$ cat src/hw/bus_pkg.sv
// shared bus channel definitions
package bus_pkg;

	localparam int addr_w = 32;
	localparam int data_w = 32;
	localparam int strb_w = data_w / 8;
	localparam int id_w = 4;
	localparam int size_w = 3;

	// log2 of the beat size in bytes, one full word
	localparam logic [size_w-1:0] size_word = 3'd2;

	localparam logic [1:0] resp_okay = 2'b00;
	localparam logic [1:0] resp_slverr = 2'b10;
	localparam logic [1:0] resp_decerr = 2'b11;

	localparam logic [id_w-1:0] id_fetch = 4'd0;
	localparam logic [id_w-1:0] id_lsu = 4'd1;

	// aw and ar carry the same payload
	typedef struct packed {
		logic [addr_w-1:0] addr;
		logic [size_w-1:0] size;
		logic [id_w-1:0] id;
	} addr_req_t;

	typedef struct packed {
		logic [data_w-1:0] data;
		logic [strb_w-1:0] strb;	// one bit per byte lane
	} wdata_t;

	typedef struct packed {
		logic [data_w-1:0] data;
		logic [1:0] resp;
		logic [id_w-1:0] id;
	} rresp_t;

	typedef struct packed {
		logic [1:0] resp;
		logic [id_w-1:0] id;
	} bresp_t;

endpackage

$ cat src/hw/mem_arbiter.sv
// fetch and load/store arbiter
// one transaction in flight on the shared bus
module mem_arbiter (
	input  logic clock,
	input  logic reset,
	// instruction fetch master
	input  logic fetch_ar_valid_i,
	input  bus_pkg::addr_req_t fetch_ar_i,
	output logic fetch_ar_ready_o,
	output logic fetch_r_valid_o,
	output bus_pkg::rresp_t fetch_r_o,
	input  logic fetch_r_ready_i,
	// load/store master
	input  logic lsu_aw_valid_i,
	input  bus_pkg::addr_req_t lsu_aw_i,
	output logic lsu_aw_ready_o,
	input  logic lsu_w_valid_i,
	input  bus_pkg::wdata_t lsu_w_i,
	output logic lsu_w_ready_o,
	output logic lsu_b_valid_o,
	output bus_pkg::bresp_t lsu_b_o,
	input  logic lsu_b_ready_i,
	input  logic lsu_ar_valid_i,
	input  bus_pkg::addr_req_t lsu_ar_i,
	output logic lsu_ar_ready_o,
	output logic lsu_r_valid_o,
	output bus_pkg::rresp_t lsu_r_o,
	input  logic lsu_r_ready_i,
	// shared bus
	output logic bus_aw_valid_o,
	output bus_pkg::addr_req_t bus_aw_o,
	input  logic bus_aw_ready_i,
	output logic bus_w_valid_o,
	output bus_pkg::wdata_t bus_w_o,
	input  logic bus_w_ready_i,
	input  logic bus_b_valid_i,
	input  bus_pkg::bresp_t bus_b_i,
	output logic bus_b_ready_o,
	output logic bus_ar_valid_o,
	output bus_pkg::addr_req_t bus_ar_o,
	input  logic bus_ar_ready_i,
	input  logic bus_r_valid_i,
	input  bus_pkg::rresp_t bus_r_i,
	output logic bus_r_ready_o
);

	typedef enum logic [1:0] {
		st_idle,
		st_busy_data,
		st_busy_fetch
	} state_e;

	state_e state_q;
	state_e state_d;
	logic grant_wr;
	logic grant_ld;
	logic grant_if;
	logic rsp_done;

	// fixed priority: write, data read, fetch
	assign grant_wr = (state_q == st_idle) & lsu_aw_valid_i & lsu_w_valid_i;
	assign grant_ld = (state_q == st_idle) & !grant_wr & lsu_ar_valid_i;
	assign grant_if = (state_q == st_idle) & !grant_wr & !lsu_ar_valid_i & fetch_ar_valid_i;

	always_comb begin
		bus_aw_o = lsu_aw_i;
		bus_aw_o.id = bus_pkg::id_lsu;
		bus_ar_o = grant_if ? fetch_ar_i : lsu_ar_i;
		bus_ar_o.id = grant_if ? bus_pkg::id_fetch : bus_pkg::id_lsu;	// stamp owner
	end

	assign bus_w_o = lsu_w_i;
	assign bus_aw_valid_o = grant_wr;
	assign bus_w_valid_o = grant_wr;
	assign bus_ar_valid_o = grant_ld | grant_if;

	// aw and w go together
	assign lsu_aw_ready_o = grant_wr & bus_aw_ready_i & bus_w_ready_i;
	assign lsu_w_ready_o = lsu_aw_ready_o;
	assign lsu_ar_ready_o = grant_ld & bus_ar_ready_i;
	assign fetch_ar_ready_o = grant_if & bus_ar_ready_i;

	// response back to whoever owns the bus
	assign lsu_b_o = bus_b_i;
	assign lsu_r_o = bus_r_i;
	assign fetch_r_o = bus_r_i;
	assign lsu_b_valid_o = (state_q == st_busy_data) & bus_b_valid_i;
	assign lsu_r_valid_o = (state_q == st_busy_data) & bus_r_valid_i;
	assign fetch_r_valid_o = (state_q == st_busy_fetch) & bus_r_valid_i;
	assign bus_b_ready_o = (state_q == st_busy_data) & lsu_b_ready_i;
	assign bus_r_ready_o = (state_q == st_busy_data) ? lsu_r_ready_i :
		(state_q == st_busy_fetch) ? fetch_r_ready_i : 1'b0;

	// any response code ends the transaction
	assign rsp_done = (bus_b_valid_i & bus_b_ready_o) | (bus_r_valid_i & bus_r_ready_o);

	always_comb begin
		state_d = state_q;
		case (state_q)
			st_idle: begin
				if (lsu_aw_ready_o || lsu_ar_ready_o)
					state_d = st_busy_data;
				else if (fetch_ar_ready_o)
					state_d = st_busy_fetch;
			end
			st_busy_data,
			st_busy_fetch: begin
				if (rsp_done)
					state_d = st_idle;
			end
			default: state_d = st_idle;
		endcase
	end

	always_ff @(posedge clock) begin
		if (reset)
			state_q <= st_idle;
		else
			state_q <= state_d;
	end

	// nothing may answer before a request was granted
	assert property (@(posedge clock) disable iff (reset)
		state_q == st_idle |-> !bus_r_valid_i && !bus_b_valid_i);

endmodule

$ cat config.mk
export PLATFORM = sky130hd
export DESIGN_NAME = mem_arbiter
export DESIGN_NICKNAME = d
export VERILOG_FILES = /design/src/hw/bus_pkg.sv /design/src/hw/mem_arbiter.sv
export SDC_FILE = /design/constraint.sdc
export NUM_CORES = 1
export LEC_CHECK = 0
export BUFFER_PORTS_ARGS = -buffer_cell sky130_fd_sc_hd__buf_2
export CELL_PAD_IN_SITES_DETAIL_PLACEMENT = 1
export CELL_PAD_IN_SITES_GLOBAL_PLACEMENT = 1
export CORE_AREA = 2 2 164 166
export CTS_BUF_LIST = sky130_fd_sc_hd__clkbuf_16
export CTS_CLUSTER_SIZE = 16
export DETAILED_ROUTE_END_ITERATION = 12
export DIE_AREA = 0 0 166 168
export PLACE_DENSITY_LB_ADDON = 0.1
export SYNTH_ARGS = -nofsm -noshare
export SYNTH_HDL_FRONTEND = slang
export SYNTH_SLANG_ARGS = --single-unit
$ cat constraint.sdc
create_clock -name clock -period 1.63 [get_ports clock]
set_input_delay 0.0815 -clock clock [delete_from_list [all_inputs] [get_ports clock]]
set_output_delay 0.0815 -clock clock [all_outputs]
set_load 0.05 [all_outputs]
# Word-level counts from Yosys, hierarchy flattened
# Index checks and enable logic that the tools add are counted.
word_totals:
  latch_bits: 0
  n_memories: 0
  mem_bits_ro: 0
  in_bits: 211
  wordCells: 37
  out_inout_bits: 208
  reg_bits: 2
  ramBits: 0
classes:
  shifts: 0
  reduce_logical: 6
  n_eq_ne: 4
  div: 0
  addsub: 0
  mux: 8
  multipliers: 0
  bitwise_logic: 18
  n_lt_le_gt_ge: 0
op_table:
  columns: ["operator", "count"]
  rows:
  - ["two-way mux 39 bit", 1]
  - ["AND 1 bit", 16]
  - ["two-way mux 2 bit", 3]
  - ["case mux 2 bit (2 select lines)", 1]
  - ["two-way mux 1 bit", 3]
  - ["inequality test 3 x 2 -> 1 bit, second input constant", 1]
  - ["== test 2 x 1 -> 1 bit, second input constant", 1]
  - ["== test 2 bit, second input constant", 1]
  - ["logical NOT 1 bit", 2]
  - ["logical NOT 2 bit", 1]
  - ["inequality test 2 bit, second input constant", 1]
  - ["OR 1 bit", 2]
  - ["AND reduction 2 bit", 1]
  - ["OR reduction 2 bit", 1]
  - ["logical OR 1 bit", 1]

# Depth between registers and ports, before layout
logic_depth:
  depth_word: 11
  mapped_depth: 6
  depth_no_buf: 6

# Worst setup path after synthesis
# No wires, ideal clock.
synth_timing:
  path_kind: "register -> output"
  from: "reg state_q[1]"
  to: "out lsu_w_ready_o"
  path_stages_with_launch: 6
  arrival_ps: 2214
  required_ps: 1548
  slack_ps: -666
  n_path_buf: 1
  path_cell_list: "dfxtp_1 inv_1 ha_1 inv_1 nor3_1 buf_4"
synth_via:
  elab_chain_len: 5
synth_lines:
  columns: ["element", "line_no", "text"]
  rows:
  - ["from (decl)", "mem_arbiter.sv:53", "state_e state_q;"]
  - ["from (signal assigned)", "mem_arbiter.sv:117", "state_q <= st_idle;"]
  - ["from (signal assigned)", "mem_arbiter.sv:119", "state_q <= state_d;"]
  - ["logical NOT 2 bit", "mem_arbiter.sv:61", "assign grant_wr = (state_q == st_idle) & lsu_aw_valid_i & lsu_w_valid_i;"]
  - ["AND 1 bit (2 in a row)", "mem_arbiter.sv:61", null]
  - ["AND 1 bit (2 in a row)", "mem_arbiter.sv:78", "assign lsu_aw_ready_o = grant_wr & bus_aw_ready_i & bus_w_ready_i;"]
  - ["to (decl)", "mem_arbiter.sv:19", "output logic lsu_w_ready_o,"]
# Every way passes these cells.

==> impl_results.md <==
* Status: finished with violations
* Failing checks: setup timing
* Util after Layout at 0.09687
* CP Class: register to primary output
* Cell Pwr Density at 625.7 nW/um^2
* Max-slew violation count at 0
* Pleak at 1.218 nW
* Max IR drop VDD at 0.1975 mV
* CTS tree: done
* Largest net degree at the start of global routing at 12
* I/O Buffers at 131
* Synth area leaders: buf_4, mux2_1, mux2_2, dfxtp_1, ha_1
* Clk root buf: clkbuf_16
* Final setup violation count at 37
* Setup WS post-layout at -0.1611 ns
* Synth top area share at 0.6324
* Final Hold Fails at 0
* Die W at 166 um
* Initial antenna violation count at 2
* Switching part of the total power at 0.4546
* Max reg flops at 2
* Sequential share of the synthesized area at 0.02082
* GR Util All Layers at 0.04259
* Drt pass-1 iters at 4
* CTS Buffer Depth at 2
* Register bit total from synthesis at 2
* Hold WC Path Type: input port to register
* Area grow syn2layout at 32.73%
* Vias per inst at 2.366
* Global route overflow at 0
* Largest regs: state_q x2
* Num rows at 60
* DRC Markers at 0
* Vias at 1365
* Fillers at 3105
* Crit. End Element: primary output
* Startpoint types: register
* WP data arrival at 1.71 ns
* First-pass GRT wire length at 9032 um
* Clock transition at the registers of the reported paths at 0.03 ns
* Vert. Die Dim at 168 um
* Internal at 0.0008710 W
* Period utilization at 1.099
* Layout cells sized above 1 at 0.8894
* RSZ-0062 raised after global routing: yes
* Most flops, register: state_q
* FMAX at 0.5583 GHz
* Layout Cells excl Fill at 577
* YS warnings at 0
* Antenna-violating nets left at 0
* CTS H-tree lvls at 1
* Cts bufs inserted at 3
* Sw power at 0.0007260 W
* Top Ports at 419
* CTS Hold Buffers Added at 0
* Comb pwr share at 0.727
* Final nets at 451
* Mapped Cells at 242
* Skew-Pair Late Insertion Delay at 0.22 ns
* Unique cell type count in the Yosys netlist at 25
* WL/cell at 11.07 um
* Dpl hpwl at 5067 um
* Placed cell count at 564
* Min cycle time layout at 1.791 ns
* Max Cap Viol at 0
* Seq pwr share at 0.037
* Worst-path fanout max at 6
* Avg Synthesized Cell Area at 7.947 sq um
* Post-Route WL at 6387 um
* Worst path required time at 1.55 ns
* Initial Util at 0.07298
* Setup Skew at 0.003330 ns
* Clock Power Share at 0.236
* Core area at 26350 sq um
* Die area at 27890 sq um
* Routability cong. at 0.6256
* Number of global-route vias before repair at 1574
* Cell taking the most area after synthesis: buf_4
* Drt initial violations at 16
* Synthesized area at 1923 sq um
* CTS sink count at 2
## path summary, 6_finish.rpt
| path | start | end | slack, ns | cells after the start |
|---|---|---|---|---|
| max | state_q[0] | bus_ar_o[11] | -0.16 | 7 |
| max reg2reg | state_q[1] | state_q[1] | -0.06 | 7 |
| min reg2reg | state_q[1] | state_q[1] | 0.72 | 4 |
| min | reset | state_q[0] | 0.06 | 2 |
## power by group through the flow
stage | logic (W) | registers (W) | clock network, W
2_1_floorplan | 0.00168 | 0.0000575 | 0
3_3_place_gp | 0.000937 | 0.0000591 | 0
3_5_place_dp | 0.000934 | 0.0000585 | 0
4_1_cts | 0.00118 | 0.0000591 | 0.000377
5_1_grt | 0.00123 | 0.0000600 | 0.000387
6_report | 0.00116 | 0.0000592 | 0.000377
## cell type report
type | instances | area [sq um] | share of cell area
diodes | 1 | 2.502 | 0.0009804
clock buffers | 3 | 75.07 | 0.02941
inverters | 5 | 18.77 | 0.007353
multi-input cells | 74 | 807.0 | 0.3162
flip-flops and latches | 2 | 42.54 | 0.01667
well taps | 341 | 426.7 | 0.1672
repair buffers | 151 | 1180 | 0.4623
## through the flow
stage           power, W  instance area, sq um  hold WS, ns  setup slack, ns  TNS (ns)
2_1_floorplan   0.001736                  2039       0.1477          -0.1872   -0.3702
5_1_grt         0.001677                  2550      0.07662          -0.2148    -6.875
4_1_cts         0.001613                  2527      0.07442          -0.1780    -5.148
3_3_place_gp   0.0009964                  1987       0.1633          -0.1052    -2.529
3_5_place_dp   0.0009929                  1987       0.1633         -0.09201    -2.207
6_report        0.001597                  2552      0.06219          -0.1611    -4.662
## layer usage
| metal | wire length (um) | GRT usage | share of wire | vias to the layer above |
|---|---|---|---|---|
| li1 | - | - | - | 592 |
| met1 | 2012 | 0.03936 | 0.32 | 585 |
| met2 | 3033 | 0.06910 | 0.47 | 141 |
| met3 | 973 | 0.02445 | 0.15 | 45 |
| met4 | 352 | 0.03403 | 0.055 | 2 |
| met5 | 16 | 0 | 0.0025 | - |
## critical path, cell delays in order (launching register included)
cell and delay, ns:
dfxtp_2 0.32, inv_2 0.07, ha_4 0.16, nand4b_4 0.14
buf_12 0.18, buf_16 0.14, mux2_4 0.32, buf_8 0.15
## Yosys cell counts
cell type / n
buf_4: 162
mux2_1: 20
mux2_2: 15
nand2_1: 6
inv_1: 5
nor2_1: 5
buf_2: 4
and2_2: 3
ha_1: 3
conb_1: 2
dfxtp_1: 2
or2_2: 2
a221oi_2: 1
a22oi_1: 1
a31oi_1: 1
and2_1: 1
mux2i_1: 1
nand2b_1: 1
nand3_1: 1
nand4b_2: 1
nor3_1: 1
o211ai_1: 1
o21ai_0: 1
o221ai_2: 1
or3b_1: 1
## logic make-up after synthesis
kind of cell,share of synthesized area
fa+ha+maj,0.01952
mux,0.2102
buf+inv,0.6526
flops,0.02082
compound gates,0.02928
simple gates,0.06376
other cells,0.003905
## placed cells by master (no fill, tap or decap), types with 3 or more instances in the layout
master and instances:
buf_2 90, buf_6 35, mux2_4 20, mux2_2 15, buf_4 15, conb_1 7
nand2_1 5, nor2_1 4, buf_8 4, buf_12 4, inv_2 3, and2_2 3
ha_4 3, clkbuf_16 3, buf_16 3
## repair_timing
action | CTS | global route
gates resized for setup | 95 | 12
pin swaps | 4 | 2
endpoints found under the setup margin | 44 | 43
gates cloned | 3 | 0
buffers inserted | 6 | 0
Power figures use the tool's default switching activity.
