===== config.mk =====
export PLATFORM = sky130hd
export DESIGN_NAME = clint_timer
export DESIGN_NICKNAME = d
export VERILOG_FILES = /design/src/hw/bus_pkg.sv /design/src/hw/soc_map_pkg.sv /design/src/hw/clint_timer.sv
export SDC_FILE = /design/constraint.sdc
export NUM_CORES = 1
export LEC_CHECK = 0
export ABC_AREA = 1
export BUFFER_PORTS_ARGS = -buffer_cell sky130_fd_sc_hd__buf_4
export CORE_UTILIZATION = 50
export DETAILED_ROUTE_END_ITERATION = 6
export PLACE_DENSITY = 0.75
export SYNTH_ARGS = -nofsm -noshare
export SYNTH_HDL_FRONTEND = slang
export SYNTH_SLANG_ARGS = --single-unit

===== constraint.sdc =====
create_clock -name clock -period 1.9 [get_ports clock]
set_clock_uncertainty 0.2 [all_clocks]
set_input_delay 0.095 -clock clock [delete_from_list [all_inputs] [get_ports clock]]
set_output_delay 0.095 -clock clock [all_outputs]
set_load 0.01 [all_outputs]

===== src/hw/bus_pkg.sv =====
// shared bus channel definitions
package bus_pkg;

	localparam int addr_w = 32;
	localparam int data_w = 32;
	localparam int strb_w = data_w / 8;
	localparam int id_w = 4;
	localparam int size_w = 3;

	// log2 of the beat size in bytes, one full word
	localparam logic [size_w-1:0] size_word = 3'd2;

	localparam logic [1:0] resp_okay = 2'b00;
	localparam logic [1:0] resp_slverr = 2'b10;
	localparam logic [1:0] resp_decerr = 2'b11;

	localparam logic [id_w-1:0] id_fetch = 4'd0;
	localparam logic [id_w-1:0] id_lsu = 4'd1;

	// aw and ar carry the same payload
	typedef struct packed {
		logic [addr_w-1:0] addr;
		logic [size_w-1:0] size;
		logic [id_w-1:0] id;
	} addr_req_t;

	typedef struct packed {
		logic [data_w-1:0] data;
		logic [strb_w-1:0] strb;	// one bit per byte lane
	} wdata_t;

	typedef struct packed {
		logic [data_w-1:0] data;
		logic [1:0] resp;
		logic [id_w-1:0] id;
	} rresp_t;

	typedef struct packed {
		logic [1:0] resp;
		logic [id_w-1:0] id;
	} bresp_t;

endpackage


===== src/hw/soc_map_pkg.sv =====
// address map of the memory subsystem
package soc_map_pkg;

	localparam logic [15:0] clint_base_hi = 16'h0200;	// timer window, upper half
	localparam logic [bus_pkg::addr_w-1:0] sram_base = 32'h8000_0000;
	localparam int sram_words = 1024;	// 4 KiB
	localparam int sram_idx_w = $clog2(sram_words);

	// byte offsets inside the timer window
	localparam logic [15:0] mtimecmp_byte_off = 16'h4000;
	localparam logic [15:0] mtime_byte_off = 16'hBFF8;

	// timer register index
	localparam logic [1:0] mtime_lo_off = 2'd0;
	localparam logic [1:0] mtime_hi_off = 2'd1;
	localparam logic [1:0] mtimecmp_lo_off = 2'd2;
	localparam logic [1:0] mtimecmp_hi_off = 2'd3;

	typedef enum logic [1:0] {
		dev_clint,
		dev_sram,
		dev_none
	} dev_sel_e;

endpackage


===== src/hw/clint_timer.sv =====
// core-local timer, mtime and mtimecmp
module clint_timer (
	input  logic clock,
	input  logic reset,
	input  logic aw_valid_i,
	input  bus_pkg::addr_req_t aw_i,
	output logic aw_ready_o,
	input  logic w_valid_i,
	input  bus_pkg::wdata_t w_i,
	output logic w_ready_o,
	output logic b_valid_o,
	output bus_pkg::bresp_t b_o,
	input  logic b_ready_i,
	input  logic ar_valid_i,
	input  bus_pkg::addr_req_t ar_i,
	output logic ar_ready_o,
	output logic r_valid_o,
	output bus_pkg::rresp_t r_o,
	input  logic r_ready_i,
	output logic mtip_o
);

	logic [63:0] mtime_q;
	logic [63:0] mtimecmp_q;
	logic idle;
	logic do_wr;
	logic do_rd;
	logic cmp_wr;
	logic [2:0] wr_reg;
	logic [2:0] rd_reg;
	logic [bus_pkg::data_w-1:0] rd_word;

	// {hit, register index} from the low address half
	function automatic logic [2:0] reg_of(input logic [bus_pkg::addr_w-1:0] addr);
		if (addr[15:3] == soc_map_pkg::mtime_byte_off[15:3])
			return {2'b10, addr[2]};
		else if (addr[15:3] == soc_map_pkg::mtimecmp_byte_off[15:3])
			return {2'b11, addr[2]};
		return 3'b000;
	endfunction

	assign idle = !b_valid_o & !r_valid_o;
	assign aw_ready_o = idle;
	assign w_ready_o = idle;
	assign ar_ready_o = idle & !aw_valid_i;
	assign do_wr = aw_valid_i & aw_ready_o & w_valid_i;
	assign do_rd = ar_valid_i & ar_ready_o;

	assign wr_reg = reg_of(aw_i.addr);
	assign rd_reg = reg_of(ar_i.addr);
	assign cmp_wr = do_wr & wr_reg[2] & (wr_reg[1:0] == soc_map_pkg::mtimecmp_lo_off |
		wr_reg[1:0] == soc_map_pkg::mtimecmp_hi_off);	// mtime is read-only here

	always_ff @(posedge clock) begin
		if (reset) begin
			mtime_q <= '0;
			mtimecmp_q <= '1;	// no interrupt out of reset
		end else begin
			mtime_q <= mtime_q + 64'd1;
			if (cmp_wr) begin
				for (int i = 0; i < bus_pkg::strb_w; i++) begin
					if (w_i.strb[i])
						mtimecmp_q[(wr_reg[1:0] == soc_map_pkg::mtimecmp_hi_off) * 32 + 8 * i +: 8]
							<= w_i.data[8 * i +: 8];
				end
			end
		end
	end

	always_comb begin
		rd_word = '0;
		if (rd_reg[2]) begin
			case (rd_reg[1:0])
				soc_map_pkg::mtime_lo_off: rd_word = mtime_q[31:0];
				soc_map_pkg::mtime_hi_off: rd_word = mtime_q[63:32];
				soc_map_pkg::mtimecmp_lo_off: rd_word = mtimecmp_q[31:0];
				default: rd_word = mtimecmp_q[63:32];
			endcase
		end
	end

	always_ff @(posedge clock) begin
		if (reset) begin
			b_valid_o <= 1'b0;
			r_valid_o <= 1'b0;
		end else begin
			b_valid_o <= do_wr | (b_valid_o & !b_ready_i);
			r_valid_o <= do_rd | (r_valid_o & !r_ready_i);
		end
	end

	always_ff @(posedge clock) begin
		if (do_wr)
			b_o <= '{resp: bus_pkg::resp_okay, id: aw_i.id};
		if (do_rd)
			r_o <= '{data: rd_word, resp: bus_pkg::resp_okay, id: ar_i.id};
	end

	assign mtip_o = mtime_q >= mtimecmp_q;

endmodule


Word-level counts from Yosys, hierarchy flattened --
Cells that the tools add are included.
Storage, ports and cells: output and inout port bits 50, register bits after elaboration 170, logic and storage cells 75
Operators by class: multiplexer cells 25, equal/unequal tests 8, magnitude comparators 1, reduce and logical (&&, ||, !) cells 6, $add $sub $neg 8, shifts and indexed selects 8, bitwise operators 12
Operators by type and width (number):
- 2-to-1 mux 64 bit | 10
- bitwise mux 64 bit | 4
- variable shift 8 x 34 -> 64 bit (first input constant) | 4
- variable part select 8 x 34 -> 64 bit | 4
- negator 7 -> 34 bit | 3
- one-hot mux 32 bit (3 select lines) | 1
- adder 64 x 1 -> 64 bit (second input constant) | 1
- greater-or-equal comparator 64 bit | 1
- negator 6 -> 34 bit | 1
- == test 13 x 12 -> 1 bit (second input constant) | 2
- == test 13 bit (second input constant) | 2
- 2-to-1 mux 3 bit | 6
- adder 6 x 5 -> 7 bit (second input constant) | 2
- AND 1 bit | 9
- adder 6 x 4 -> 7 bit (second input constant) | 1
- == test 2 bit (second input constant) | 3
- zero test 1 bit | 5
- 2-to-1 mux 1 bit | 4
- bitwise OR 1 bit | 3
- == test 2 x 1 -> 1 bit (second input constant) | 1
- zero test 2 bit | 1

Depth between registers and ports, before layout --
depth in word-level cells 21, depth in mapped cells 15, mapped depth without buffers 15

Least setup slack after synthesis --
No wires, ideal clock.
path kind register to register, start register r_valid_o, end register r_o[0] in the netlist's numbering, enable pin, setup slack -0.261 ns, arrival 1.571 ns, required time 1.309 ns, cell stages (with the launch flop) 4, period minus slack after synthesis 2.161 ns, setup time 0.391 ns, path through dfxtp_1 -> nor3_1 -> nand2_1 -> inv_1
On the way: word-level cells in the longest chain between the ends 4
Ends and longest elaborated chain:
- start, declared | line clint_timer.sv:17 | output logic r_valid_o,
- start signal, assigned | line clint_timer.sv:88 | r_valid_o <= do_rd | (r_valid_o & !r_ready_i);
- zero test 1 bit | line clint_timer.sv:42 | assign idle = !b_valid_o & !r_valid_o;
- AND 1 bit | line clint_timer.sv:42
- AND 1 bit | line clint_timer.sv:45 | assign ar_ready_o = idle & !aw_valid_i;
- via ar_ready_o | line clint_timer.sv:16 | output logic ar_ready_o,
- AND 1 bit | line clint_timer.sv:47 | assign do_rd = ar_valid_i & ar_ready_o;
- via do_rd | line clint_timer.sv:27 | logic do_rd;
- end signal, assigned | line clint_timer.sv:96 | r_o <= '{data: rd_word, resp: bus_pkg::resp_okay, id: ar_i.id};
- end, declared | line clint_timer.sv:18 | output bus_pkg::rresp_t r_o,
The timed path passes the listed nets, and every way through them passes these cells. A chain may end at the register's enable or synchronous reset.

Final worst setup path --
start register mtime_q[1], end output port mtip_o
On the way: word-level cells in the longest chain between the ends 1
Ends and longest elaborated chain:
- start, declared | line clint_timer.sv:23 | logic [63:0] mtime_q;
- start signal, assigned | line clint_timer.sv:59 | mtime_q <= mtime_q + 64'd1;
- greater-or-equal comparator 64 bit | line clint_timer.sv:99 | assign mtip_o = mtime_q >= mtimecmp_q;
- end, declared | line clint_timer.sv:20 | output logic mtip_o
Every way passes these cells.

==> qor.log <==
[route] length of routed met2 wiring 17820 um
[timing] transition time of the tightest slew-check pin 0.5280 ns
[clocking] worst-case clock buffer depth 2
[yosys] portion of the post-synthesis area used by sequential elements 37.03%
[route] routed wire length per instance 17.75 um
[power] Power Density 522.3 mW/mm^2
[timing] setup total negative slack -2.015 ns
[grt] first-pass GRT wire length 57770 um
[route] Pre-antenna DRT Iters 7
[clocking] clock buffer count from CTS 17
[route] max layer used met4
[timing] unrepaired setup endpoints after global routing yes
[timing] Peak Freq 407.3 MHz
[timing] number of hold violations in the final report 4
[yosys] count leader, synth nand2_1
[clocking] CTS tree done
[yosys] leading register cell type out of synthesis dfxtp_1
[clocking] clock root buffer master clkbuf_16
[route] detailed-route wire length 38150 um
[route] via count 12.12k
[clocking] insertion delay to the later sink of the worst-skew pair 0.43 ns
[critical_path] Setup CP Type flip-flop to primary output
[run] Max-Cap Viols 0
[floorplan] placeable core area 0.02017 mm^2
[outcome] outcome complete, but fails checks
[critical_path] Required @ worst endpoint 1.60 ns
[route] DRC 3
[yosys] cell types with the largest area share after synthesis dfxtp_1 (25%), nand2_1 (12%), edfxtp_1 (12%)
[timing] relative max-transition margin 64.80%
[floorplan] die area 0.02112 mm^2
[place] sum of net half-perimeters after detailed placement 28290 um
[yosys] area share of the largest cell type after synthesis 25.34%
[yosys] number of synthesized flops with an enable pin 40
[floorplan] starting density of the core 50.92%
[grt] aggregate global routing overflow 0
[timing] number of endpoints failing setup at the final stage 20
[yosys] post-synthesis async set-or-reset flop share 0%
[grt] total routing resource utilization after global routing 34.92%
[route] Routed met3 length 3551 um
[floorplan] I/O pin cnt 171
[finish] layout-stage area growth over the synthesis result 46.42%
[finish] Filler Cells Inserted 1499
[finish] final layout net count 2052
[place] global placement routability congestion 0.9914
[clocking] total number of clock tree sinks 170
[power] leakage dissipation 0.007324 uW
[finish] ANT cells 0
[route] drt first-iter violations 1155
[yosys] Post-synth top cells nand2_1 (339), inv_1 (207), nor2_1 (160), nand3_1 (146), dfxtp_1 (130)
[finish] fraction of final layout cells sized beyond drive strength 1 31.72%
[route] post-DR vias/cell 5.642
[timing] ratio of final minimum period to clock period 129.2%
[outcome] failing checks design-rule violations, negative hold slack, negative setup slack
[critical_path] maximum fanout along the worst path 4
[grt] maximum number of pins on one net before global-route repair 56
[grt] antenna violations before repair 0
[grt] via count of the first global-routing pass 11.14k
[critical_path] endpoint class of the critical path primary output
[timing] worst hold margin -0.01435 ns
[place] count of port buffers added during placement 124
[min_path] Hold/Removal Path Class input port to flip-flop
[yosys] distinct cell type count after synthesis 36
[timing] count of pins over their slew limit 0
[critical_path] data arrival time of the critical path 2.16 ns
[yosys] post-synthesis register bit count 170
[clocking] H-Tree Level Count 4
[clocking] register clock-pin slew on the reported worst setup and hold paths 0.08 ns
[floorplan] die width 145.3 um
[yosys] post-synthesis cell area 0.01027 mm^2
[yosys] synthesized area per cell 6.889 um^2
[route] sum of routed wire segments on met1 15590 um
[route] post-route ant nets 0
[timing] final setup slack of the worst path -0.5554 ns
[yosys] largest area contributor in the synthesized netlist dfxtp_1
[timing] fin crit period 2.455 ns
[floorplan] Cell Rows 52
[yosys] Synth warnings 0
[place] worst-case setup slack after placement -0.2589 ns
[yosys] number of instances in the synthesized netlist 1491
[floorplan] vertical die dimension 145.3 um
[critical_path] startpoint type of the worst setup path flip-flop
[power] Worst VDD drop 0.0005269 V
## per-layer routing
| metal | global-route usage [%] | up-vias |
|---|---|---|
| met3 | 6.258 | 89 |
| met5 | 0 | - |
| met4 | 11.37 | 0 |
| met1 | 46.21 | 5644 |
| met2 | 57.64 | 676 |
| li1 | - | 5715 |
## logic make-up after synthesis
family,count (synthesis),synth area share (%)
buffers and inverters,265,9.928
AOI/OAI and AO/OA,161,8.259
adders and majority gates,65,7.918
and+or+nand+nor,822,36.23
DFF,170,37.03
other,1,0.03651
xor gates and xnor gates,7,0.5969
## critical path, cell delays in order, from the launching register on
cell and delay, ns:
dfxtp_2 0.34, buf_4 0.15, ha_1 0.31, nand2_1 0.07, nand2_1 0.05, nand2_1 0.05, nand2_1 0.05, nand2_1 0.07
nand3_2 0.09, nand2_1 0.08, nand2_2 0.07, nand2_1 0.07, nand2_1 0.06, nand2_1 0.05, nand2_1 0.09, buf_6 0.13
## layout make-up
type / count / area (um^2) / share of cell area (%)
Clock inverter: 13 / 151.4 / 1.007
Tap cell: 270 / 337.8 / 2.246
Multi-Input combinational cell: 1059 / 6036 / 40.13
Sequential cell: 170 / 3905 / 25.97
Timing Repair Buffer: 408 / 3373 / 22.43
Inverter: 210 / 793.3 / 5.275
Clock buffer: 19 / 442.9 / 2.945
## power breakdown
part / total, uW / switching [uW] / internal [uW]
logic: 551 / 269 / 282
registers: 3740 / 18.9 / 3720
clock network: 3570 / 1660 / 1910
## final timing paths
check / startpoint / slack (ns) / cells after the start / to
worst max-delay path: mtime_q[1]$_SDFF_PP0_ / -0.56 / 15 / mtip_o
worst min-delay path: w_i[3] / -0.01 / 5 / mtimecmp_q[57]$_SDFFE_PP1P_
worst min register to register: mtimecmp_q[52]$_SDFFE_PP1P_ / 0.27 / 2 / mtimecmp_q[52]$_SDFFE_PP1P_
worst max register to register: mtime_q[0]$_SDFF_PP0_ / -0.17 / 13 / mtime_q[52]$_SDFF_PP0_
## placed cells by master, fill, tap and decap left out, types with 18 or more instances in the layout
cell	netlist	routed
edfxtp_1	40	40
nor2_1	160	113
buf_4	5	336
a21oi_1	104	96
nor2_4	2	20
nand3_1	146	133
nor2_2	5	34
ha_1	65	58
dfxtp_1	130	75
inv_1	207	189
dlygate4sd3_1	0	49
nand2_1	339	324
nand4_1	117	117
clkbuf_16	0	18
o21ai_0	40	32
dfxtp_2	0	42
## stage by stage
step | instance area [um^2] | util [%] | cells | power (uW) | hold WS [ns]
floorplan | 10290 | - | 1494 | 4007 | -0.006131
global placement | 13080 | 64.85 | 2049 | 4269 | 0.07325
detailed placement | 13080 | 64.85 | 2049 | 4279 | 0.07461
CTS | 14500 | 71.90 | 2138 | 7864 | 0.02602
global route | 15040 | 74.57 | 2149 | 8047 | 0.01125
finish | 15040 | 74.57 | 2149 | 7854 | -0.01435
## state kept, by name (all words and copies together), names as in the netlist
| signal | flops |
|---|---|
| mtimecmp_q | 64 |
| b_valid_o | 1 |
| r_valid_o | 1 |
| mtime_q | 64 |
| b_o | 4 |
| r_o | 36 |
## timing repair
| item | CTS | global route |
|---|---|---|
| pin swaps | 18 | 34 |
| hold endpoints to repair | 76 | 0 |
| cloned | 0 | 1 |
| endpoints found under the setup margin | 44 | 115 |
| hold buffers | 49 | 0 |
| buffers inserted | 8 | 10 |
| gates resized for setup | 91 | 146 |
(Power assumes the default switching activity.)
