$ cat src/hw/bus_pkg.sv
// shared bus channel definitions
package bus_pkg;

	localparam int addr_w = 32;
	localparam int data_w = 32;
	localparam int strb_w = data_w / 8;
	localparam int id_w = 4;
	localparam int size_w = 3;

	// log2 of the beat size in bytes, one full word
	localparam logic [size_w-1:0] size_word = 3'd2;

	localparam logic [1:0] resp_okay = 2'b00;
	localparam logic [1:0] resp_slverr = 2'b10;
	localparam logic [1:0] resp_decerr = 2'b11;

	localparam logic [id_w-1:0] id_fetch = 4'd0;
	localparam logic [id_w-1:0] id_lsu = 4'd1;

	// aw and ar carry the same payload
	typedef struct packed {
		logic [addr_w-1:0] addr;
		logic [size_w-1:0] size;
		logic [id_w-1:0] id;
	} addr_req_t;

	typedef struct packed {
		logic [data_w-1:0] data;
		logic [strb_w-1:0] strb;	// one bit per byte lane
	} wdata_t;

	typedef struct packed {
		logic [data_w-1:0] data;
		logic [1:0] resp;
		logic [id_w-1:0] id;
	} rresp_t;

	typedef struct packed {
		logic [1:0] resp;
		logic [id_w-1:0] id;
	} bresp_t;

endpackage

$ cat src/hw/soc_map_pkg.sv
// address map of the memory subsystem
package soc_map_pkg;

	localparam logic [15:0] clint_base_hi = 16'h0200;	// timer window, upper half
	localparam logic [bus_pkg::addr_w-1:0] sram_base = 32'h8000_0000;
	localparam int sram_words = 1024;	// 4 KiB
	localparam int sram_idx_w = $clog2(sram_words);

	// byte offsets inside the timer window
	localparam logic [15:0] mtimecmp_byte_off = 16'h4000;
	localparam logic [15:0] mtime_byte_off = 16'hBFF8;

	// timer register index
	localparam logic [1:0] mtime_lo_off = 2'd0;
	localparam logic [1:0] mtime_hi_off = 2'd1;
	localparam logic [1:0] mtimecmp_lo_off = 2'd2;
	localparam logic [1:0] mtimecmp_hi_off = 2'd3;

	typedef enum logic [1:0] {
		dev_clint,
		dev_sram,
		dev_none
	} dev_sel_e;

endpackage

$ cat src/hw/device_xbar.sv
// address decoder and device router
module device_xbar (
	input  logic clock,
	input  logic reset,
	// from the arbiter
	input  logic bus_aw_valid_i,
	input  bus_pkg::addr_req_t bus_aw_i,
	output logic bus_aw_ready_o,
	input  logic bus_w_valid_i,
	input  bus_pkg::wdata_t bus_w_i,
	output logic bus_w_ready_o,
	output logic bus_b_valid_o,
	output bus_pkg::bresp_t bus_b_o,
	input  logic bus_b_ready_i,
	input  logic bus_ar_valid_i,
	input  bus_pkg::addr_req_t bus_ar_i,
	output logic bus_ar_ready_o,
	output logic bus_r_valid_o,
	output bus_pkg::rresp_t bus_r_o,
	input  logic bus_r_ready_i,
	// timer
	output logic clint_aw_valid_o,
	output bus_pkg::addr_req_t clint_aw_o,
	input  logic clint_aw_ready_i,
	output logic clint_w_valid_o,
	output bus_pkg::wdata_t clint_w_o,
	input  logic clint_w_ready_i,
	input  logic clint_b_valid_i,
	input  bus_pkg::bresp_t clint_b_i,
	output logic clint_b_ready_o,
	output logic clint_ar_valid_o,
	output bus_pkg::addr_req_t clint_ar_o,
	input  logic clint_ar_ready_i,
	input  logic clint_r_valid_i,
	input  bus_pkg::rresp_t clint_r_i,
	output logic clint_r_ready_o,
	// sram
	output logic sram_aw_valid_o,
	output bus_pkg::addr_req_t sram_aw_o,
	input  logic sram_aw_ready_i,
	output logic sram_w_valid_o,
	output bus_pkg::wdata_t sram_w_o,
	input  logic sram_w_ready_i,
	input  logic sram_b_valid_i,
	input  bus_pkg::bresp_t sram_b_i,
	output logic sram_b_ready_o,
	output logic sram_ar_valid_o,
	output bus_pkg::addr_req_t sram_ar_o,
	input  logic sram_ar_ready_i,
	input  logic sram_r_valid_i,
	input  bus_pkg::rresp_t sram_r_i,
	output logic sram_r_ready_o
);

	soc_map_pkg::dev_sel_e dec_sel;
	soc_map_pkg::dev_sel_e sel_q;
	logic busy_q;
	logic wr_q;
	logic [bus_pkg::id_w-1:0] id_q;
	logic accept;
	logic err_valid;
	logic rsp_done;

	function automatic soc_map_pkg::dev_sel_e decode(input logic [bus_pkg::addr_w-1:0] addr);
		logic [bus_pkg::addr_w-1:0] off;
		off = addr - soc_map_pkg::sram_base;
		if (addr[bus_pkg::addr_w-1 -: 16] == soc_map_pkg::clint_base_hi)
			return soc_map_pkg::dev_clint;
		else if ((off >> 2) < soc_map_pkg::sram_words)
			return soc_map_pkg::dev_sram;
		return soc_map_pkg::dev_none;
	endfunction

	// arbiter never raises aw and ar together
	assign dec_sel = decode(bus_aw_valid_i ? bus_aw_i.addr : bus_ar_i.addr);

	assign clint_aw_o = bus_aw_i;
	assign clint_w_o = bus_w_i;
	assign clint_ar_o = bus_ar_i;
	assign sram_aw_o = bus_aw_i;
	assign sram_w_o = bus_w_i;
	assign sram_ar_o = bus_ar_i;
	assign clint_aw_valid_o = !busy_q & bus_aw_valid_i & (dec_sel == soc_map_pkg::dev_clint);
	assign clint_w_valid_o = !busy_q & bus_w_valid_i & (dec_sel == soc_map_pkg::dev_clint);
	assign clint_ar_valid_o = !busy_q & bus_ar_valid_i & (dec_sel == soc_map_pkg::dev_clint);
	assign sram_aw_valid_o = !busy_q & bus_aw_valid_i & (dec_sel == soc_map_pkg::dev_sram);
	assign sram_w_valid_o = !busy_q & bus_w_valid_i & (dec_sel == soc_map_pkg::dev_sram);
	assign sram_ar_valid_o = !busy_q & bus_ar_valid_i & (dec_sel == soc_map_pkg::dev_sram);

	always_comb begin
		bus_aw_ready_o = 1'b0;
		bus_w_ready_o = 1'b0;
		bus_ar_ready_o = 1'b0;
		if (!busy_q) begin
			case (dec_sel)
				soc_map_pkg::dev_clint: begin
					bus_aw_ready_o = clint_aw_ready_i;
					bus_w_ready_o = clint_w_ready_i;
					bus_ar_ready_o = clint_ar_ready_i;
				end
				soc_map_pkg::dev_sram: begin
					bus_aw_ready_o = sram_aw_ready_i;
					bus_w_ready_o = sram_w_ready_i;
					bus_ar_ready_o = sram_ar_ready_i;
				end
				default: begin	// unmapped, taken at once
					bus_aw_ready_o = 1'b1;
					bus_w_ready_o = 1'b1;
					bus_ar_ready_o = 1'b1;
				end
			endcase
		end
	end

	assign accept = (bus_aw_valid_i & bus_aw_ready_o) | (bus_ar_valid_i & bus_ar_ready_o);
	assign err_valid = busy_q & (sel_q == soc_map_pkg::dev_none);

	always_comb begin
		bus_b_valid_o = 1'b0;
		bus_r_valid_o = 1'b0;
		bus_b_o = '{resp: bus_pkg::resp_decerr, id: id_q};
		bus_r_o = '{data: '0, resp: bus_pkg::resp_decerr, id: id_q};
		clint_b_ready_o = 1'b0;
		clint_r_ready_o = 1'b0;
		sram_b_ready_o = 1'b0;
		sram_r_ready_o = 1'b0;
		if (busy_q) begin
			case (sel_q)
				soc_map_pkg::dev_clint: begin
					bus_b_valid_o = clint_b_valid_i;
					bus_r_valid_o = clint_r_valid_i;
					bus_b_o = clint_b_i;
					bus_r_o = clint_r_i;
					clint_b_ready_o = bus_b_ready_i;
					clint_r_ready_o = bus_r_ready_i;
				end
				soc_map_pkg::dev_sram: begin
					bus_b_valid_o = sram_b_valid_i;
					bus_r_valid_o = sram_r_valid_i;
					bus_b_o = sram_b_i;
					bus_r_o = sram_r_i;
					sram_b_ready_o = bus_b_ready_i;
					sram_r_ready_o = bus_r_ready_i;
				end
				default: begin
					bus_b_valid_o = wr_q;
					bus_r_valid_o = !wr_q;
				end
			endcase
		end
	end

	assign rsp_done = (bus_b_valid_o & bus_b_ready_i) | (bus_r_valid_o & bus_r_ready_i);

	// selection held until the response is taken
	always_ff @(posedge clock) begin
		if (reset) begin
			busy_q <= 1'b0;
			sel_q <= soc_map_pkg::dev_none;
			wr_q <= 1'b0;
		end else if (!busy_q && accept) begin
			busy_q <= 1'b1;
			sel_q <= dec_sel;
			wr_q <= bus_aw_valid_i;
		end else if (rsp_done) begin
			busy_q <= 1'b0;
		end
	end

	always_ff @(posedge clock) begin
		if (!busy_q && accept)
			id_q <= bus_aw_valid_i ? bus_aw_i.id : bus_ar_i.id;
	end

	assert property (@(posedge clock) disable iff (reset)
		$onehot0({clint_b_valid_i | clint_r_valid_i, sram_b_valid_i | sram_r_valid_i, err_valid}));

endmodule

$ cat config.mk
export PLATFORM = sky130hd
export DESIGN_NAME = device_xbar
export DESIGN_NICKNAME = d
export VERILOG_FILES = /design/src/hw/bus_pkg.sv /design/src/hw/soc_map_pkg.sv /design/src/hw/device_xbar.sv
export SDC_FILE = /design/constraint.sdc
export NUM_CORES = 1
export LEC_CHECK = 0
export ABC_CLOCK_PERIOD_IN_PS = 2450
export BUFFER_PORTS_ARGS = -buffer_cell sky130_fd_sc_hd__buf_2
export CAP_MARGIN = 20
export CORE_AREA = 5 5 192 194
export DETAILED_ROUTE_END_ITERATION = 8
export DIE_AREA = 0 0 197 199
export SKIP_LAST_GASP = 1
export SYNTH_ARGS = -nofsm -noshare
export SYNTH_HDL_FRONTEND = slang
export SYNTH_SLANG_ARGS = --single-unit
$ cat constraint.sdc
create_clock -name clock -period 2.45 [get_ports clock]
set_input_delay 0.1225 -clock clock [delete_from_list [all_inputs] [get_ports clock]]
set_output_delay 0.1225 -clock clock [all_outputs]
set_load 0.02 [all_outputs]
; Word-level counts from Yosys, hierarchy flattened
; Cells that the tools add are included.
[totals]
register_bits = 8
output_inout_bits = 287
[op_classes]
mux = 31
n_addsub = 1
reduce_logical = 6
magnitude_cmp = 1
n_eq_ne = 3
bitwise = 15
[op_table]
columns = operator, count
row1 = 38-bit one-hot mux with 2 select lines, 1
row2 = 38-bit two-way mux, 1
row3 = 32-bit two-way mux, 1
row4 = 32-bit subtractor (second input constant), 1
row5 = 30-bit by 11-bit < comparator with 1-bit output (second input constant), 1
row6 = 1-bit two-way mux, 17
row7 = 16-bit by 10-bit == test with 1-bit output (second input constant), 1
row8 = 1-bit bitwise AND, 13
row9 = 6-bit one-hot mux with 2 select lines, 1
row10 = 1-bit one-hot mux with 2 select lines, 5
row11 = 2-bit two-way mux, 3
row12 = 6-bit two-way mux, 1
row13 = 2-bit by 1-bit == test with 1-bit output (second input constant), 2
row14 = 2-bit logical NOT, 2
row15 = 4-bit two-way mux, 1
row16 = 1-bit logical NOT, 2
row17 = 1-bit bitwise OR, 2
row18 = 2-bit nonzero test, 1
row19 = 1-bit logical AND, 1

; Depth between registers and ports, before layout
[logic_depth]
ltp_word = 13
mapped_depth = 6
ltp_nobuf = 5

; Least setup slack after synthesis
; No wires, ideal clock.
[synth_path]
path_type = input port to output port
from = in bus_aw_i[33] (netlist name)
to = out clint_w_valid_o
path_buffers = 1
slack_ps = 98
path_stages = 5
t_required_ps = 2328
t_arrival_ps = 2229
cell_sequence = or4_4 -> or4_4 -> and2_4 -> buf_6 -> nor4b_1
[synth_between]
elab_chain_cells = 8
word_cells_on_any_way = 10
[synth_lines]
columns = item, line
row1 = "start, declared", device_xbar.sv:7  ; input bus_pkg::addr_req_t bus_aw_i,
row2 = 32-bit two-way mux *, device_xbar.sv:75  ; assign dec_sel = decode(bus_aw_valid_i ? bus_aw_i.addr : bus_ar_i.addr);
row3 = 32-bit subtractor, device_xbar.sv:66  ; off = addr - soc_map_pkg::sram_base;
row4 = 30-bit by 11-bit < comparator with 1-bit output, device_xbar.sv:69  ; else if ((off >> 2) < soc_map_pkg::sram_words)
row5 = 1-bit two-way mux, device_xbar.sv:69
row6 = 1-bit two-way mux, device_xbar.sv:67  ; if (addr[bus_pkg::addr_w-1 -: 16] == soc_map_pkg::clint_base_hi)
row7 = 2-bit two-way mux *, device_xbar.sv:71  ; return soc_map_pkg::dev_none;
row8 = 2-bit logical NOT *, device_xbar.sv:84  ; assign clint_w_valid_o = !busy_q & bus_w_valid_i & (dec_sel == soc_map_pkg::dev_clint);
row9 = 1-bit bitwise AND *, device_xbar.sv:84
row10 = "end, declared", device_xbar.sv:25  ; output logic clint_w_valid_o,
; Mark *: on every way between the ends. The rest lies on a longest branch, timed or not.

; Final worst setup path
[layout_path]
from = in bus_aw_i[33] (netlist name)
to = out sram_w_valid_o
[layout_between]
elab_chain_cells = 8
word_cells_on_any_way = 10
[layout_lines]
columns = item, line
row1 = 32-bit two-way mux *, device_xbar.sv:75
row2 = 32-bit subtractor, device_xbar.sv:66
row3 = 30-bit by 11-bit < comparator with 1-bit output, device_xbar.sv:69
row4 = 1-bit two-way mux, device_xbar.sv:69
row5 = 1-bit two-way mux, device_xbar.sv:67
row6 = 2-bit two-way mux *, device_xbar.sv:71
row7 = 2-bit by 1-bit == test with 1-bit output *, device_xbar.sv:87  ; assign sram_w_valid_o = !busy_q & bus_w_valid_i & (dec_sel == soc_map_pkg::dev_sram);
row8 = 1-bit bitwise AND *, device_xbar.sv:87
row9 = "end, declared", device_xbar.sv:41  ; output logic sram_w_valid_o,
; Marks and branches as above.

==> impl_metrics.env <==
export IMPL_vias=2890
export IMPL_post_cts_resized=0
export IMPL_dp_hpwl_microns=12300
export IMPL_fin_ws_ps=182
export IMPL_die_x_microns=197
export IMPL_critPathBufInv=2
export IMPL_powerDensity_nw_per_um2=260
export IMPL_p_leak_nw=1.71
export IMPL_crit_path_max_fanout=8
export IMPL_postCtsSetupRepairBufs=0
export IMPL_dp_cells=951
export IMPL_die_area_sq_um=39200
export IMPL_cp_end_kind="output port"
export IMPL_root_buffer="clkbuf_16"
export IMPL_yosysSeqAreaShare_pct=6.31
export IMPL_dp_slack_ps=100
export IMPL_peakVddDrop_uv=130
export IMPL_setup_violations=0
export IMPL_tns_ps=0
export IMPL_post_route_util_pct=10.4
export IMPL_synth_top_area_share_pct=53.9
export IMPL_r2r_start="busy_q"
export IMPL_status="finished clean"
export IMPL_synth_main_ff_cell="edfxtp_1"
export IMPL_yosysWarningCount=0
export IMPL_wl_microns=13700
export IMPL_globalplace_congestion=0.812
export IMPL_core_area_sq_um=35100
export IMPL_synth_distinct_cells=43
export IMPL_cap_violations=0
export IMPL_finalMaxSlewViolations=0
export IMPL_nNetsFinal=714
export IMPL_cts_max_level=1
export IMPL_clock_path_buffers=2
export IMPL_worst_setup_path_type="in -> out"
export IMPL_fillers=4137
export IMPL_max_freq_mhz=441
export IMPL_cts_buffers=3
export IMPL_antenna_found_initial=3
export IMPL_layout_common_cells="buf_2 (307), mux2i_1 (46), nor2_1 (44)"
export IMPL_worst_setup_path_start_kind="input port"
export IMPL_cts_sinks=8
export IMPL_initial_core_util_pct=9.05
export IMPL_cp_required_ps=2330
export IMPL_relSlewSlack_pct=46.5
export IMPL_clk_pin_slew_ps=40
export IMPL_hp_start="reset"
export IMPL_synth_edf_count=4
export IMPL_remaining_drc_errors=0
export IMPL_viasPerCell=3.02
export IMPL_io_buffers=307
export IMPL_syn_to_final_growth_pct=14.7
export IMPL_mostFrequentLayoutCell="buf_2"
export IMPL_worstSetupStartpoint="bus_aw_i[33]"
export IMPL_synth_async_reset_ratio_pct=0
export IMPL_clock_latency_ps=230
export IMPL_fin_crit_sh_pct=92.6
export IMPL_place_area_sq_um=3560
export IMPL_drtAntennaViolNets=0
export IMPL_num_rows=69
export IMPL_num_io_pins=506
export IMPL_arrival_ps=2150
export IMPL_synthCells=421
export IMPL_synth_area_leaders="buf_4 (54%), mux2i_1 (15%), nor2_1 (5.2%)"
export IMPL_grt_max_degree=41
export IMPL_synth_area_sq_um=3170
export IMPL_hold_buffers=0
export IMPL_hold_viol_final=0
export IMPL_period_needed_ps=2270
export IMPL_drive_gt1_share_pct=67.6
export IMPL_crit_chain="buf_2 -> or4_4 -> or4_4 -> and2_4 -> or2_4 -> nor3b_2 -> buf_2"
export IMPL_cpPeakStageDelay_ps=550
export IMPL_drt_iter0_drc=49
export IMPL_grt_use_total_pct=6.12
export IMPL_fin_cells=956
export IMPL_stdcell_area_sq_um=3640
export IMPL_cts_tree="done"
export IMPL_synth_avg_cell_area_sq_um=7.54
export IMPL_dieHeight_microns=199
export IMPL_rsz0062_at_grt="false"
export IMPL_ys_seq_elements=8
export IMPL_syn_nets=640
export IMPL_worst_pin_slew_ps=803
export IMPL_grt_pass1_vias=3069
export IMPL_wl_per_cell_microns=14.3
export IMPL_critical_path_top_delay_family="simple AND/OR/NAND/NOR gates"
export IMPL_first_pass_iters=4
export IMPL_synth_area_leader_cell="buf_4"
export IMPL_critPathSlowestCell="or4_4"
export IMPL_grt_pass1_wl_microns=18100
export IMPL_hp_class="in -> reg"
export IMPL_grt_overflow=0
export IMPL_fin_skew_ps=1.01
==> layout make-up <==
cell class	count	area [sq um]	area share, %
Clock buffer	4	78.8	2.17
Sequential cell	8	204	5.60
Tap cell	461	577	15.8
Antenna cell	1	2.50	0.0688
Inverter	1	3.75	0.103
Timing Repair Buffer	313	1590	43.8
Multi-Input combinational cell	168	1180	32.4
==> cells in the mapped netlist, types with 2 or more instances <==
master / n
buf_4: 228
mux2i_1: 46
nor2_1: 44
a21oi_1: 10
clkbuf_1: 9
nand2_1: 7
nor3_1: 7
mux2_2: 5
nor4_1: 5
buf_1: 4
dfxtp_1: 4
edfxtp_1: 4
nand2b_1: 4
buf_6: 3
nor3b_1: 3
or4_1: 3
a22oi_1: 2
and2_1: 2
and3_1: 2
nor2b_1: 2
nor4b_1: 2
o22a_1: 2
or3b_2: 2
or4_4: 2
==> logic make-up (layout without fill, tap and decap cells) <==
| family | count (synthesis) | count (layout) | share of synthesized area [%] |
|---|---|---|---|
| AOI/OAI and AO/OA | 22 | 22 | 4.73 |
| buffers and inverters | 245 | 318 | 56.7 |
| DFF | 8 | 8 | 6.31 |
| muxes | 52 | 52 | 16.6 |
| other | 0 | 1 | 0 |
| and+or+nand+nor | 94 | 94 | 15.7 |
==> worst register-to-register path, delay by kind of cell, from the launching register on <==
family          cells  cell delay [ps]
buf+inv             1              180
simple gates        1              310
compound gates      1              510
flops               1              420
==> path summary, 6_finish.rpt <==
check / to / slack [ps] / depth (start not counted)
min reg2reg: wr_q / 520 / 2
min: busy_q / 150 / 2
max: sram_w_valid_o / 180 / 7
max reg2reg: id_q[2] / 730 / 3
==> stage by stage <==
stage / total power, W / hold slack, ps
after detailed placement: 0.000664 / 245
final: 0.000946 / 148
after CTS: 0.000967 / 135
after floorplan: 0.000818 / 192
after global routing: 0.00101 / 145
after global placement: 0.000659 / 245
==> routing by layer <==
metal  global-route usage [%]  part of all wire (%)  vias to the layer above
met4                     3.98                   5.3                        2
met3                     2.63                    13                       61
met1                     5.75                    31                     1231
li1                         -                     -                     1313
met5                        0                 0.095                        -
met2                     10.9                    50                      283
==> power breakdown <==
part           switching [W]  internal, W  total (W)  leakage, nW
logic               0.000291     0.000202   0.000493         1.60
clock network      0.0000739     0.000218   0.000292       0.0382
registers         0.00000860     0.000153   0.000161       0.0732
total               0.000373     0.000573   0.000946         1.71
==> registers in the layout (all words and copies together) (netlist names) <==
| register | flops |
|---|---|
| busy_q | 1 |
| id_q | 4 |
| sel_q | 2 |
| wr_q | 1 |
(Power assumes the default switching activity.)
